--- src/rtl/armPkg.sv ---
package armPkg;

    typedef logic [31:0] word_t;
    typedef logic [3:0] regAddr_t;

    // the PC shows up as register 15
    localparam regAddr_t regPc = 4'd15;

    typedef struct packed {
        logic neg;
        logic zero;
        logic carry;
        logic overflow;
    } aluFlags_t;

    // instr[27:26]
    localparam logic [1:0] opDataProc = 2'b00;
    localparam logic [1:0] opMemory   = 2'b01;
    localparam logic [1:0] opBranch   = 2'b10;

    // data processing cmd field, instr[24:21]
    localparam logic [3:0] cmdAnd = 4'b0000;
    localparam logic [3:0] cmdEor = 4'b0001;
    localparam logic [3:0] cmdSub = 4'b0010;
    localparam logic [3:0] cmdAdd = 4'b0100;
    localparam logic [3:0] cmdOrr = 4'b1100;

    localparam logic [3:0] mulPattern = 4'b1001; // instr[7:4] of MUL

    typedef enum logic [2:0] {
        aluAdd = 3'd0,
        aluSub = 3'd1,
        aluAnd = 3'd2,
        aluOrr = 3'd3,
        aluEor = 3'd4,
        aluMul = 3'd5
    } aluOp_e;

    typedef enum logic [3:0] {
        condEq = 4'h0,
        condNe = 4'h1,
        condCs = 4'h2,
        condCc = 4'h3,
        condMi = 4'h4,
        condPl = 4'h5,
        condVs = 4'h6,
        condVc = 4'h7,
        condHi = 4'h8,
        condLs = 4'h9,
        condGe = 4'ha,
        condLt = 4'hb,
        condGt = 4'hc,
        condLe = 4'hd,
        condAl = 4'he
    } cond_e;

    typedef enum logic [3:0] {
        stFetch    = 4'd0,
        stDecode   = 4'd1,
        stMemAdr   = 4'd2,
        stMemRd    = 4'd3,
        stMemWb    = 4'd4,
        stMemWr    = 4'd5,
        stExecuteR = 4'd6,
        stExecuteI = 4'd7,
        stAluWb    = 4'd8,
        stBranch   = 4'd9
    } fsmState_e;

    typedef struct packed {
        logic       irWrite;
        logic       adrSrc;    // 1 = result drives the bus address
        logic [1:0] resultSrc; // aluOut, data, aluResult
        logic       aluSrcA;   // 1 = PC
        logic [1:0] aluSrcB;   // reg, imm, 4
        logic [1:0] immSrc;
        logic [1:0] regSrc;
        aluOp_e     aluOp;
        logic       isMul;
    } ctrl_t;

    // ungated write requests, condUnit applies the condition
    typedef struct packed {
        logic       regW;
        logic       memW;
        logic       nextPc;
        logic       branch;
        logic [1:0] flagW; // {N/Z, C/V}
    } writeReq_t;

    typedef struct packed {
        word_t addr;
        word_t writeData;
        logic  write;
    } memBus_t;

endpackage

--- src/rtl/regFile.sv ---
`timescale 1ns/100ps

module regFile (
    input  logic              clk,
    input  logic              writeEn,
    input  armPkg::regAddr_t  ra1,
    input  armPkg::regAddr_t  ra2,
    input  armPkg::regAddr_t  wa,
    input  armPkg::word_t     wd,
    input  armPkg::word_t     r15,
    output armPkg::word_t     rd1,
    output armPkg::word_t     rd2
);
    import armPkg::*;

    word_t regs [0:14]; // r0..r14, r15 lives in the PC

    always_ff @(posedge clk) begin
        if (writeEn && wa != regPc) begin
            regs[wa] <= wd;
        end
    end

    assign rd1 = (ra1 == regPc) ? r15 : regs[ra1];
    assign rd2 = (ra2 == regPc) ? r15 : regs[ra2];

endmodule

--- src/rtl/armDecoder.sv ---
`timescale 1ns/100ps

module armDecoder (
    input  logic               clk,
    input  logic               reset,
    input  armPkg::word_t      instr,
    output armPkg::ctrl_t      ctrl,
    output armPkg::writeReq_t  writeReq
);
    import armPkg::*;

    fsmState_e state;
    fsmState_e nextState;
    logic [1:0] op;
    logic sBit;
    logic isMul;
    logic aluActive;
    logic branchState;
    aluOp_e aluSel;

    assign op = instr[27:26];
    assign sBit = instr[20];
    // register form only, an immediate may carry 1001 in bits 7:4
    assign isMul = (op == opDataProc) && !instr[25] && (instr[7:4] == mulPattern);

    always_ff @(posedge clk or posedge reset) begin
        if (reset) begin
            state <= stFetch;
        end else begin
            state <= nextState;
        end
    end

    always_comb begin
        case (state)
            stFetch: nextState = stDecode;
            stDecode: begin
                case (op)
                    opDataProc: nextState = instr[25] ? stExecuteI : stExecuteR;
                    opMemory:   nextState = stMemAdr;
                    opBranch:   nextState = stBranch;
                    default:    nextState = stFetch; // coprocessor space, skip
                endcase
            end
            stMemAdr: nextState = instr[20] ? stMemRd : stMemWr; // L bit
            stMemRd: nextState = stMemWb;
            stExecuteR, stExecuteI: nextState = stAluWb;
            default: nextState = stFetch;
        endcase
    end

    always_comb begin
        if (isMul) begin
            aluSel = aluMul;
        end else begin
            case (instr[24:21])
                cmdAdd:  aluSel = aluAdd;
                cmdSub:  aluSel = aluSub;
                cmdAnd:  aluSel = aluAnd;
                cmdOrr:  aluSel = aluOrr;
                cmdEor:  aluSel = aluEor;
                default: aluSel = aluAdd;
            endcase
        end
    end

    always_comb begin
        ctrl = '0;
        writeReq = '0;
        aluActive = 1'b0;
        branchState = 1'b0;
        ctrl.immSrc = op;
        ctrl.regSrc = {op == opMemory, op == opBranch}; // Rd for stores, r15 for B
        ctrl.isMul = isMul;
        ctrl.aluOp = aluAdd;
        case (state)
            stFetch: begin
                ctrl.irWrite = 1'b1;
                ctrl.resultSrc = 2'b10;
                ctrl.aluSrcA = 1'b1;
                ctrl.aluSrcB = 2'b10; // PC + 4
                writeReq.nextPc = 1'b1;
            end
            stDecode: begin
                // PC + 8 becomes the r15 read value
                ctrl.resultSrc = 2'b10;
                ctrl.aluSrcA = 1'b1;
                ctrl.aluSrcB = 2'b10;
            end
            stExecuteR: aluActive = 1'b1;
            stExecuteI: begin
                aluActive = 1'b1;
                ctrl.aluSrcB = 2'b01;
            end
            stAluWb: writeReq.regW = 1'b1;
            stMemAdr: ctrl.aluSrcB = 2'b01;
            stMemRd: ctrl.adrSrc = 1'b1;
            stMemWb: begin
                ctrl.resultSrc = 2'b01;
                writeReq.regW = 1'b1;
            end
            stMemWr: begin
                ctrl.adrSrc = 1'b1;
                writeReq.memW = 1'b1;
            end
            stBranch: begin
                branchState = 1'b1;
                ctrl.resultSrc = 2'b10;
                ctrl.aluSrcB = 2'b01;
            end
            default: ;
        endcase
        if (aluActive) begin
            ctrl.aluOp = aluSel;
            writeReq.flagW[1] = sBit;
            writeReq.flagW[0] = sBit && (aluSel == aluAdd || aluSel == aluSub);
        end
        // writes to r15 go through the PC
        writeReq.branch = branchState || (writeReq.regW && instr[15:12] == regPc);
    end

endmodule

--- src/rtl/condUnit.sv ---
`timescale 1ns/100ps

module condUnit (
    input  logic               clk,
    input  logic               reset,
    input  armPkg::cond_e      cond,
    input  armPkg::aluFlags_t  aluFlags,
    input  armPkg::writeReq_t  writeReq,
    output logic               regWrite,
    output logic               memWrite,
    output logic               pcWrite
);
    import armPkg::*;

    aluFlags_t flags;
    logic condEx;
    logic condExReg;
    logic ge;
    logic [1:0] flagWrite;

    assign ge = (flags.neg == flags.overflow);

    always_comb begin
        case (cond)
            condEq:  condEx = flags.zero;
            condNe:  condEx = !flags.zero;
            condCs:  condEx = flags.carry;
            condCc:  condEx = !flags.carry;
            condMi:  condEx = flags.neg;
            condPl:  condEx = !flags.neg;
            condVs:  condEx = flags.overflow;
            condVc:  condEx = !flags.overflow;
            condHi:  condEx = flags.carry && !flags.zero;
            condLs:  condEx = !(flags.carry && !flags.zero);
            condGe:  condEx = ge;
            condLt:  condEx = !ge;
            condGt:  condEx = !flags.zero && ge;
            condLe:  condEx = !(!flags.zero && ge);
            condAl:  condEx = 1'b1;
            default: condEx = 1'b0;
        endcase
    end

    assign flagWrite = writeReq.flagW & {2{condEx}};

    always_ff @(posedge clk or posedge reset) begin
        if (reset) begin
            flags <= '0;
            condExReg <= 1'b0;
        end else begin
            condExReg <= condEx;
            if (flagWrite[1]) begin
                flags.neg <= aluFlags.neg;
                flags.zero <= aluFlags.zero;
            end
            if (flagWrite[0]) begin // only ADD/SUB ask for this half
                flags.carry <= aluFlags.carry;
                flags.overflow <= aluFlags.overflow;
            end
        end
    end

    assign regWrite = writeReq.regW && condExReg;
    assign memWrite = writeReq.memW && condExReg;
    assign pcWrite = writeReq.nextPc || (writeReq.branch && condExReg);

endmodule

--- src/rtl/armExecute.sv ---
`timescale 1ns/100ps

module armExecute (
    input  logic               clk,
    input  logic               reset,
    input  armPkg::word_t      instr,
    input  armPkg::ctrl_t      ctrl,
    input  armPkg::word_t      pc,
    input  armPkg::word_t      result,
    input  logic               regWrite,
    output armPkg::word_t      writeData,
    output armPkg::word_t      aluResult,
    output armPkg::word_t      aluOut,
    output armPkg::aluFlags_t  aluFlags
);
    import armPkg::*;

    regAddr_t ra1;
    regAddr_t ra2;
    regAddr_t wa;
    word_t rd1;
    word_t rd2;
    word_t srcAReg;
    word_t extImm;
    word_t srcA;
    word_t srcB;
    word_t bIn;
    logic [32:0] sum;
    logic isSub;
    logic addSub;
    logic overflow;

    // MUL puts Rd in 19:16 and reads Rm, Rs
    always_comb begin
        ra1 = ctrl.isMul ? instr[3:0] : instr[19:16];
        ra2 = ctrl.isMul ? instr[11:8] : instr[3:0];
        if (ctrl.regSrc[0]) begin
            ra1 = regPc;
        end
        if (ctrl.regSrc[1]) begin
            ra2 = instr[15:12]; // store data
        end
    end

    assign wa = ctrl.isMul ? instr[19:16] : instr[15:12];

    regFile rf (
        .clk     (clk),
        .writeEn (regWrite),
        .ra1     (ra1),
        .ra2     (ra2),
        .wa      (wa),
        .wd      (result),
        .r15     (result),
        .rd1     (rd1),
        .rd2     (rd2)
    );

    always_comb begin
        case (ctrl.immSrc)
            2'b00:   extImm = {24'd0, instr[7:0]};
            2'b01:   extImm = {20'd0, instr[11:0]};
            2'b10:   extImm = {{6{instr[23]}}, instr[23:0], 2'b00}; // word offset
            default: extImm = '0;
        endcase
    end

    always_ff @(posedge clk or posedge reset) begin
        if (reset) begin
            srcAReg <= '0;
            writeData <= '0;
            aluOut <= '0;
        end else begin
            srcAReg <= rd1;
            writeData <= rd2;
            aluOut <= aluResult;
        end
    end

    assign srcA = ctrl.aluSrcA ? pc : srcAReg;

    always_comb begin
        case (ctrl.aluSrcB)
            2'b00:   srcB = writeData;
            2'b01:   srcB = extImm;
            default: srcB = 32'd4;
        endcase
    end

    // one adder for both, subtract as a + ~b + 1
    assign isSub = (ctrl.aluOp == aluSub);
    assign addSub = isSub || (ctrl.aluOp == aluAdd);
    assign bIn = isSub ? ~srcB : srcB;
    assign sum = {1'b0, srcA} + {1'b0, bIn} + {32'd0, isSub};
    assign overflow = !(srcA[31] ^ bIn[31]) && (srcA[31] ^ sum[31]);

    always_comb begin
        case (ctrl.aluOp)
            aluAnd:  aluResult = srcA & srcB;
            aluOrr:  aluResult = srcA | srcB;
            aluEor:  aluResult = srcA ^ srcB;
            aluMul:  aluResult = srcA * srcB; // low word only
            default: aluResult = sum[31:0];
        endcase
    end

    assign aluFlags = '{
        neg:      aluResult[31],
        zero:     (aluResult == '0),
        carry:    addSub && sum[32],
        overflow: addSub && overflow
    };

endmodule

--- src/rtl/armResult.sv ---
`timescale 1ns/100ps

module armResult (
    input  logic           clk,
    input  logic           reset,
    input  armPkg::ctrl_t  ctrl,
    input  logic           pcWrite,
    input  armPkg::word_t  readData,
    input  armPkg::word_t  aluResult,
    input  armPkg::word_t  aluOut,
    output armPkg::word_t  instr,
    output armPkg::word_t  pc,
    output armPkg::word_t  result,
    output armPkg::word_t  addr
);
    import armPkg::*;

    word_t data;

    always_ff @(posedge clk or posedge reset) begin
        if (reset) begin
            pc <= '0;
            instr <= '0;
        end else begin
            if (pcWrite) begin
                pc <= result; // next PC is always the result
            end
            if (ctrl.irWrite) begin
                instr <= readData;
            end
        end
    end

    always_ff @(posedge clk) begin
        data <= readData; // load data, used in memWb
    end

    always_comb begin
        case (ctrl.resultSrc)
            2'b00:   result = aluOut;
            2'b01:   result = data;
            default: result = aluResult;
        endcase
    end

    assign addr = ctrl.adrSrc ? result : pc;

endmodule

--- src/rtl/armCore.sv ---
`timescale 1ns/100ps

module armCore (
    input  logic             clk,
    input  logic             reset,
    output armPkg::memBus_t  memBus,
    input  armPkg::word_t    readData
);
    import armPkg::*;

    word_t instr;
    word_t pc;
    word_t result;
    word_t addr;
    word_t writeData;
    word_t aluResult;
    word_t aluOut;
    aluFlags_t aluFlags;
    ctrl_t ctrl;
    writeReq_t writeReq;
    logic regWrite;
    logic memWrite;
    logic pcWrite;

    armDecoder decoder (
        .clk      (clk),
        .reset    (reset),
        .instr    (instr),
        .ctrl     (ctrl),
        .writeReq (writeReq)
    );

    condUnit conds (
        .clk      (clk),
        .reset    (reset),
        .cond     (cond_e'(instr[31:28])),
        .aluFlags (aluFlags),
        .writeReq (writeReq),
        .regWrite (regWrite),
        .memWrite (memWrite),
        .pcWrite  (pcWrite)
    );

    armExecute execute (
        .clk       (clk),
        .reset     (reset),
        .instr     (instr),
        .ctrl      (ctrl),
        .pc        (pc),
        .result    (result),
        .regWrite  (regWrite),
        .writeData (writeData),
        .aluResult (aluResult),
        .aluOut    (aluOut),
        .aluFlags  (aluFlags)
    );

    armResult resultPath (
        .clk       (clk),
        .reset     (reset),
        .ctrl      (ctrl),
        .pcWrite   (pcWrite),
        .readData  (readData),
        .aluResult (aluResult),
        .aluOut    (aluOut),
        .instr     (instr),
        .pc        (pc),
        .result    (result),
        .addr      (addr)
    );

    assign memBus = '{addr: addr, writeData: writeData, write: memWrite};

endmodule

--- config.mk ---
export PLATFORM = sky130hd
export DESIGN_NAME = armCore
export DESIGN_NICKNAME = d
export VERILOG_FILES = /design/src/rtl/armPkg.sv /design/src/rtl/regFile.sv /design/src/rtl/armDecoder.sv /design/src/rtl/condUnit.sv /design/src/rtl/armExecute.sv /design/src/rtl/armResult.sv /design/src/rtl/armCore.sv
export SDC_FILE = /design/constraint.sdc
export NUM_CORES = 2
export LEC_CHECK = 0
export BUFFER_PORTS_ARGS = -buffer_cell sky130_fd_sc_hd__buf_2
export CAP_MARGIN = 20
export CORE_MARGIN = 2
export CORE_UTILIZATION = 58
export DETAILED_ROUTE_END_ITERATION = 8
export GPL_ROUTABILITY_DRIVEN = 0
export PLACE_DENSITY = 0.77
export SYNTH_ARGS = -nofsm -noshare
export SYNTH_HDL_FRONTEND = slang
export SYNTH_SLANG_ARGS = --single-unit
--- constraint.sdc ---
create_clock -name clk -period 9.46 [get_ports clk]
set_input_delay 0.946 -clock clk [delete_from_list [all_inputs] [get_ports clk]]
set_output_delay 0.946 -clock clk [all_outputs]
set_load 0.02 [all_outputs]
Yosys cells after proc, flatten, opt, wreduce, memory -nomap -nowiden
Memory sizes are Yosys's and may differ from the RTL's.
Cells that the tools add are included.

storage, ports and cells
  register bits after elaboration = 201
  RAM bits = 480
  bits of input ports = 34
  output and inout port bits = 65
  memories kept = 1

memories
  name             depth  bits a word  rd ports  clocked after Yosys merged registers in  wr ports  line           source
  execute.rf.regs  15     32           2         0                                        1         regFile.sv:16  word_t regs [0:14];

operators by class
  $add $sub $neg = 2
  $mul = 1
  equal/unequal tests = 42
  muxes and demuxes = 34
  bitwise logic cells = 7
  reductions and logical operators = 41

operator list
  operator                                        number
  2-to-1 mux 32 bit                               5
  case mux 32 bit (2 select lines)                2
  case mux 32 bit (4 select lines)                1
  case mux 32 bit (3 select lines)                1
  == test 4 bit (second input constant)           14
  adder 32 x 32 -> 33 bit                         1
  adder 33 x 1 -> 33 bit                          1
  AND 32 bit                                      1
  == test 4 x 3 -> 1 bit (second input constant)  8
  zero test 32 bit                                1
  multiplier 32 x 32 -> 32 bit                    1
  inverter 32 bit                                 1
  OR 32 bit                                       1
  bitwise XOR 32 bit                              1
  == test 4 x 2 -> 1 bit (second input constant)  5
  2-to-1 mux 4 bit                                5
  case mux 4 bit (5 select lines)                 1
  case mux 1 bit (15 select lines)                1
  logical AND 1 bit                               13
  == test 4 x 1 -> 1 bit (second input constant)  3
  zero test 4 bit                                 3
  case mux 3 bit (4 select lines)                 1
  case mux 4 bit (3 select lines)                 1
  2-to-1 mux 1 bit                                10
  18 further kinds                                45

Longest topological paths before layout
  word-level depth = 12
  mapped depth = 38

Cells and area by module
A second synthesis with hierarchy kept.

second synthesis, totals
  cells, all modules = 4569
  area total of the unflattened synthesis = 51790.9 um^2

modules (own cells, without submodules)
  module      times used  cells each  area each (um^2)
  regFile     1           1419        23169.7
  armExecute  1           2582        22801.9
  armResult   1           458         4903.5
  armDecoder  1           64          478.0
  condUnit    1           45          430.4
  armCore     1           1           7.5

Worst setup path after synthesis
Ideal clock, no wire load.

  kind = reg2out
  from = reg decoder.state[2]
  to = out memBus[63] (netlist name)
  data arrival time = 9380 ps
  setup slack = -866 ps
  cell stages (with the launch flop) = 33
  path through = dfrtp_1 > buf_2 > nor3_1 > buf_2 > buf_4 > buf_4 > mux2_2 > inv_1 > clkbuf_1 > nor2_1 > fa_1 > fa_1 > inv_1 > fa_1 > inv_1 > fa_1 > fa_1 > fa_1 > fa_1 > fa_1 > ha_1 > a2111oi_0 > o31ai_1 > a21oi_1 > o21ai_1 > a221oi_1 > o21ai_0 > a21o_1 > a211oi_1 > o21ai_0 > o211ai_1 > a21oi_1 > o21ai_0

RTL lines
  item                      line              source
  start: declaration        armDecoder.sv:12  fsmState_e state;
  start signal: assignment  armDecoder.sv:28  state <= stFetch;
  start signal: assignment  armDecoder.sv:30  state <= nextState;
  end: declaration          armCore.sv:6      output armPkg::memBus_t memBus,

==> run metrics <==
number of global-route vias before repair=42400; number of cells on the critical path=33; Worst path most repeated cell=fa_1; Max stage delay on crit path=0.70 ns; Area Overhead vs Synth=18.8%; Finished Core Util=0.694; vias per inst=6.59; Detailed Route WL=185000 µm; status=complete, but fails checks; CTS tree=done; Synth Flop Type=edfxtp_1; Worst R2R Start=decoder.state[2]$_DFF_PP0_; Seq/Total Area, Yosys=0.387; global-route wire length before repair=268000 µm; Max FO, Critical Path=10; synthesized cell area=approximately 0.05 mm²; Avg Cell Area, Syn=10.2 µm²; flop-to-flop setup slack=-0.72 ns; Slowest-stage cell, CP=fa_1; Setup crit end=memBus[63]; first drt pass iteration count=9; Die Height=297 µm; Final Max Slew Viols=0; Synth cell types=80; worst slew pin tran=1.38 ns; worst hold path type=primary input to flip-flop; largest net degree at the start of global routing=144; DIE WIDTH=297 µm; Clock Pin Slew Worst Setup and Hold Paths=0.07 ns; post-route ant nets=0; most frequent cells in the layout=nand2_1 (812), edfxtp_1 (480), buf_4 (471); Tot GR Track Use=0.411; Placement Rows=107; CP startpoint=decoder.state[2]$_DFF_PP0_; final instance area=0.0591 mm²; DRC Markers=1; Synth Instances=between 4000 and 5000; Max clock buf depth=3; Post-DP Area=0.0546 mm²; initial drt markers=around 6900; leading cell type in the layout, fill and taps excluded=nand2_1; Initial Utilization=0.585; number of synthesis warnings=0; Reg-to-Reg End=conds.flags[2]$_DFFE_PP0P_; Setup WS post-layout=-0.824 ns; Setup TNS=-11.59 ns; Synthesized Nets=around 5500; FFs w/ async S/R, synth=0.248; Die ar.=0.0882 mm²; fin crit period=10.28 ns; failing checks=DRC, setup timing; final setup violating endpoints=23; Min Hold Slack=0.428 ns; Fill cells=5887; RSZ-0062 raised after global routing=true; CORE AREA=0.0851 mm²; Max-cap violations=0; initial antenna violation count=15; Root Buffer Master=clkbuf_16; Worst Path Buf+Inv=8; DP Wirelength=124000 µm; global route total overflow=0; number of CTS-inserted buffers=68; # IOs=99; Req. time, crit path=8.51 ns; CP Capture Type=output pin; Layout Skew=0.0294 ns; Buffers on Ports=98; Post-synth EDFFs=480; Critical Path Start Type=flip-flop; max_slew headroom=0.0723; Max Fclk=0.0972 GHz; path type of the worst setup path=flip-flop to output pin; Final Hold Viols=0; fin nets=5968; clk_lat worst skew=0.64 ns; Critical Path AT=9.34 ns; r2r worst-path depth=45; layout cell share with drive strength beyond 1=0.221; via count=43000; H-tree depth=3; clock sinks=681; Worst path top cell family by delay=adder cells; post-detailed-route wirelength per cell=28.4 µm; Final Cycle Share=1.09; Synth Register Bits=about 700
-- per-stage QoR --
| step | setup WS (ns) | std cells |
|---|---|---|
| floorplan | -0.00447 | 4882 |
| global placement | -0.394 | 6288 |
| detailed placement | -0.550 | 6288 |
| CTS | -0.633 | 6478 |
| global route | -1.00 | 6510 |
| finish | -0.824 | 6518 |
-- cells by family (layout without fill, tap and decap cells) --
group	after synthesis	count (layout)	share of synthesized area
flops	681	681	0.387
compound gates	810	810	0.105
fa+ha+maj	627	627	0.219
simple gates	1641	1641	0.137
buf+inv	789	1270	0.0600
other cells	0	11	0
xor+xnor	134	134	0.0247
mux	200	200	0.0666
-- layout make-up --
type | count | area [µm²] | area share
diodes | 11 | 27.5 | 0.000466
clock buffers | 98 | 1930 | 0.0327
clock inverters | 28 | 318 | 0.00538
inverters | 498 | 1950 | 0.0329
multi-input cells | 3412 | 29000 | 0.491
flip-flops and latches | 681 | 19300 | 0.326
well taps | 1144 | 1430 | 0.0242
repair buffers | 645 | 5160 | 0.0872
repair inverters | 1 | 7.51 | 0.000127
-- per-layer routing --
layer | global-route usage | wire length [µm] | vias up
met3 | 0.166 | 30300 | 1166
met2 | 0.601 | 77700 | 3707
met5 | 0.00703 | 254 | -
met1 | 0.491 | 58200 | 20500
li1 | - | - | 17600
met4 | 0.303 | 18800 | 18
-- cell usage after synthesis (27+ instances only) --
cell        n  share of area
a31oi_1    83          0.010
ha_1      218          0.055
o21ai_0   162          0.016
a22oi_1    66          0.010
edfxtp_1  480           0.29
fa_1      409           0.16
a22o_1     31         0.0055
clkbuf_1  230          0.017
a21o_1     27         0.0041
nand3_1   160          0.016
xor2_1     41         0.0072
nor2_1    505          0.038
o211ai_1   34         0.0051
buf_1      47         0.0035
inv_1     479          0.036
xnor2_1    89          0.016
mux4_2     97          0.044
mux2_2     71          0.016
a311oi_1   36         0.0063
dfxtp_1    32          0.013
mux2i_1    31         0.0062
a221oi_1   56         0.0099
a21oi_1   224          0.023
and3_1     43         0.0054
nand2_1   819          0.062
dfrtp_1   169          0.085
-- state kept, by name, summed over array words and instances (netlist names) --
| register | flops |
|---|---|
| conds.condExReg | 1 |
| conds.flags | 4 |
| decoder.state | 4 |
| execute.aluOut | 32 |
| execute.rf.regs | 480 |
| execute.srcAReg | 32 |
| execute.writeData | 32 |
| resultPath.data | 32 |
| resultPath.instr | 32 |
| resultPath.pc | 32 |
-- worst min-delay path by stage --
stage | startpoint | endpoint | slack (ns) | cells past startpoint
after detailed placement | conds.flags[1]$_DFFE_PP0P_ | conds.flags[1]$_DFFE_PP0P_ | 0.50 | 2
after CTS | readData[3] | resultPath.data[3]$_DFF_P_ | 0.42 | 1
final | readData[3] | resultPath.data[3]$_DFF_P_ | 0.43 | 1
after global placement | conds.flags[1]$_DFFE_PP0P_ | conds.flags[1]$_DFFE_PP0P_ | 0.49 | 2
after floorplan | conds.flags[1]$_DFFE_PP0P_ | conds.flags[1]$_DFFE_PP0P_ | 0.46 | 2
after global routing | readData[24] | resultPath.data[24]$_DFF_P_ | 0.43 | 1
-- repair_timing --
item | 4_1_cts | 5_1_grt
gates cloned | 2 | 0
pin swaps | 111 | 68
hold buffers | 0 | 0
gates resized for setup | 244 | 149
setup buffers | 82 | 30
endpoints found under the setup margin | 22 | 40
Power is not shown: default switching activity piles up to over one toggle a cycle in this logic, so the estimate is an artifact.
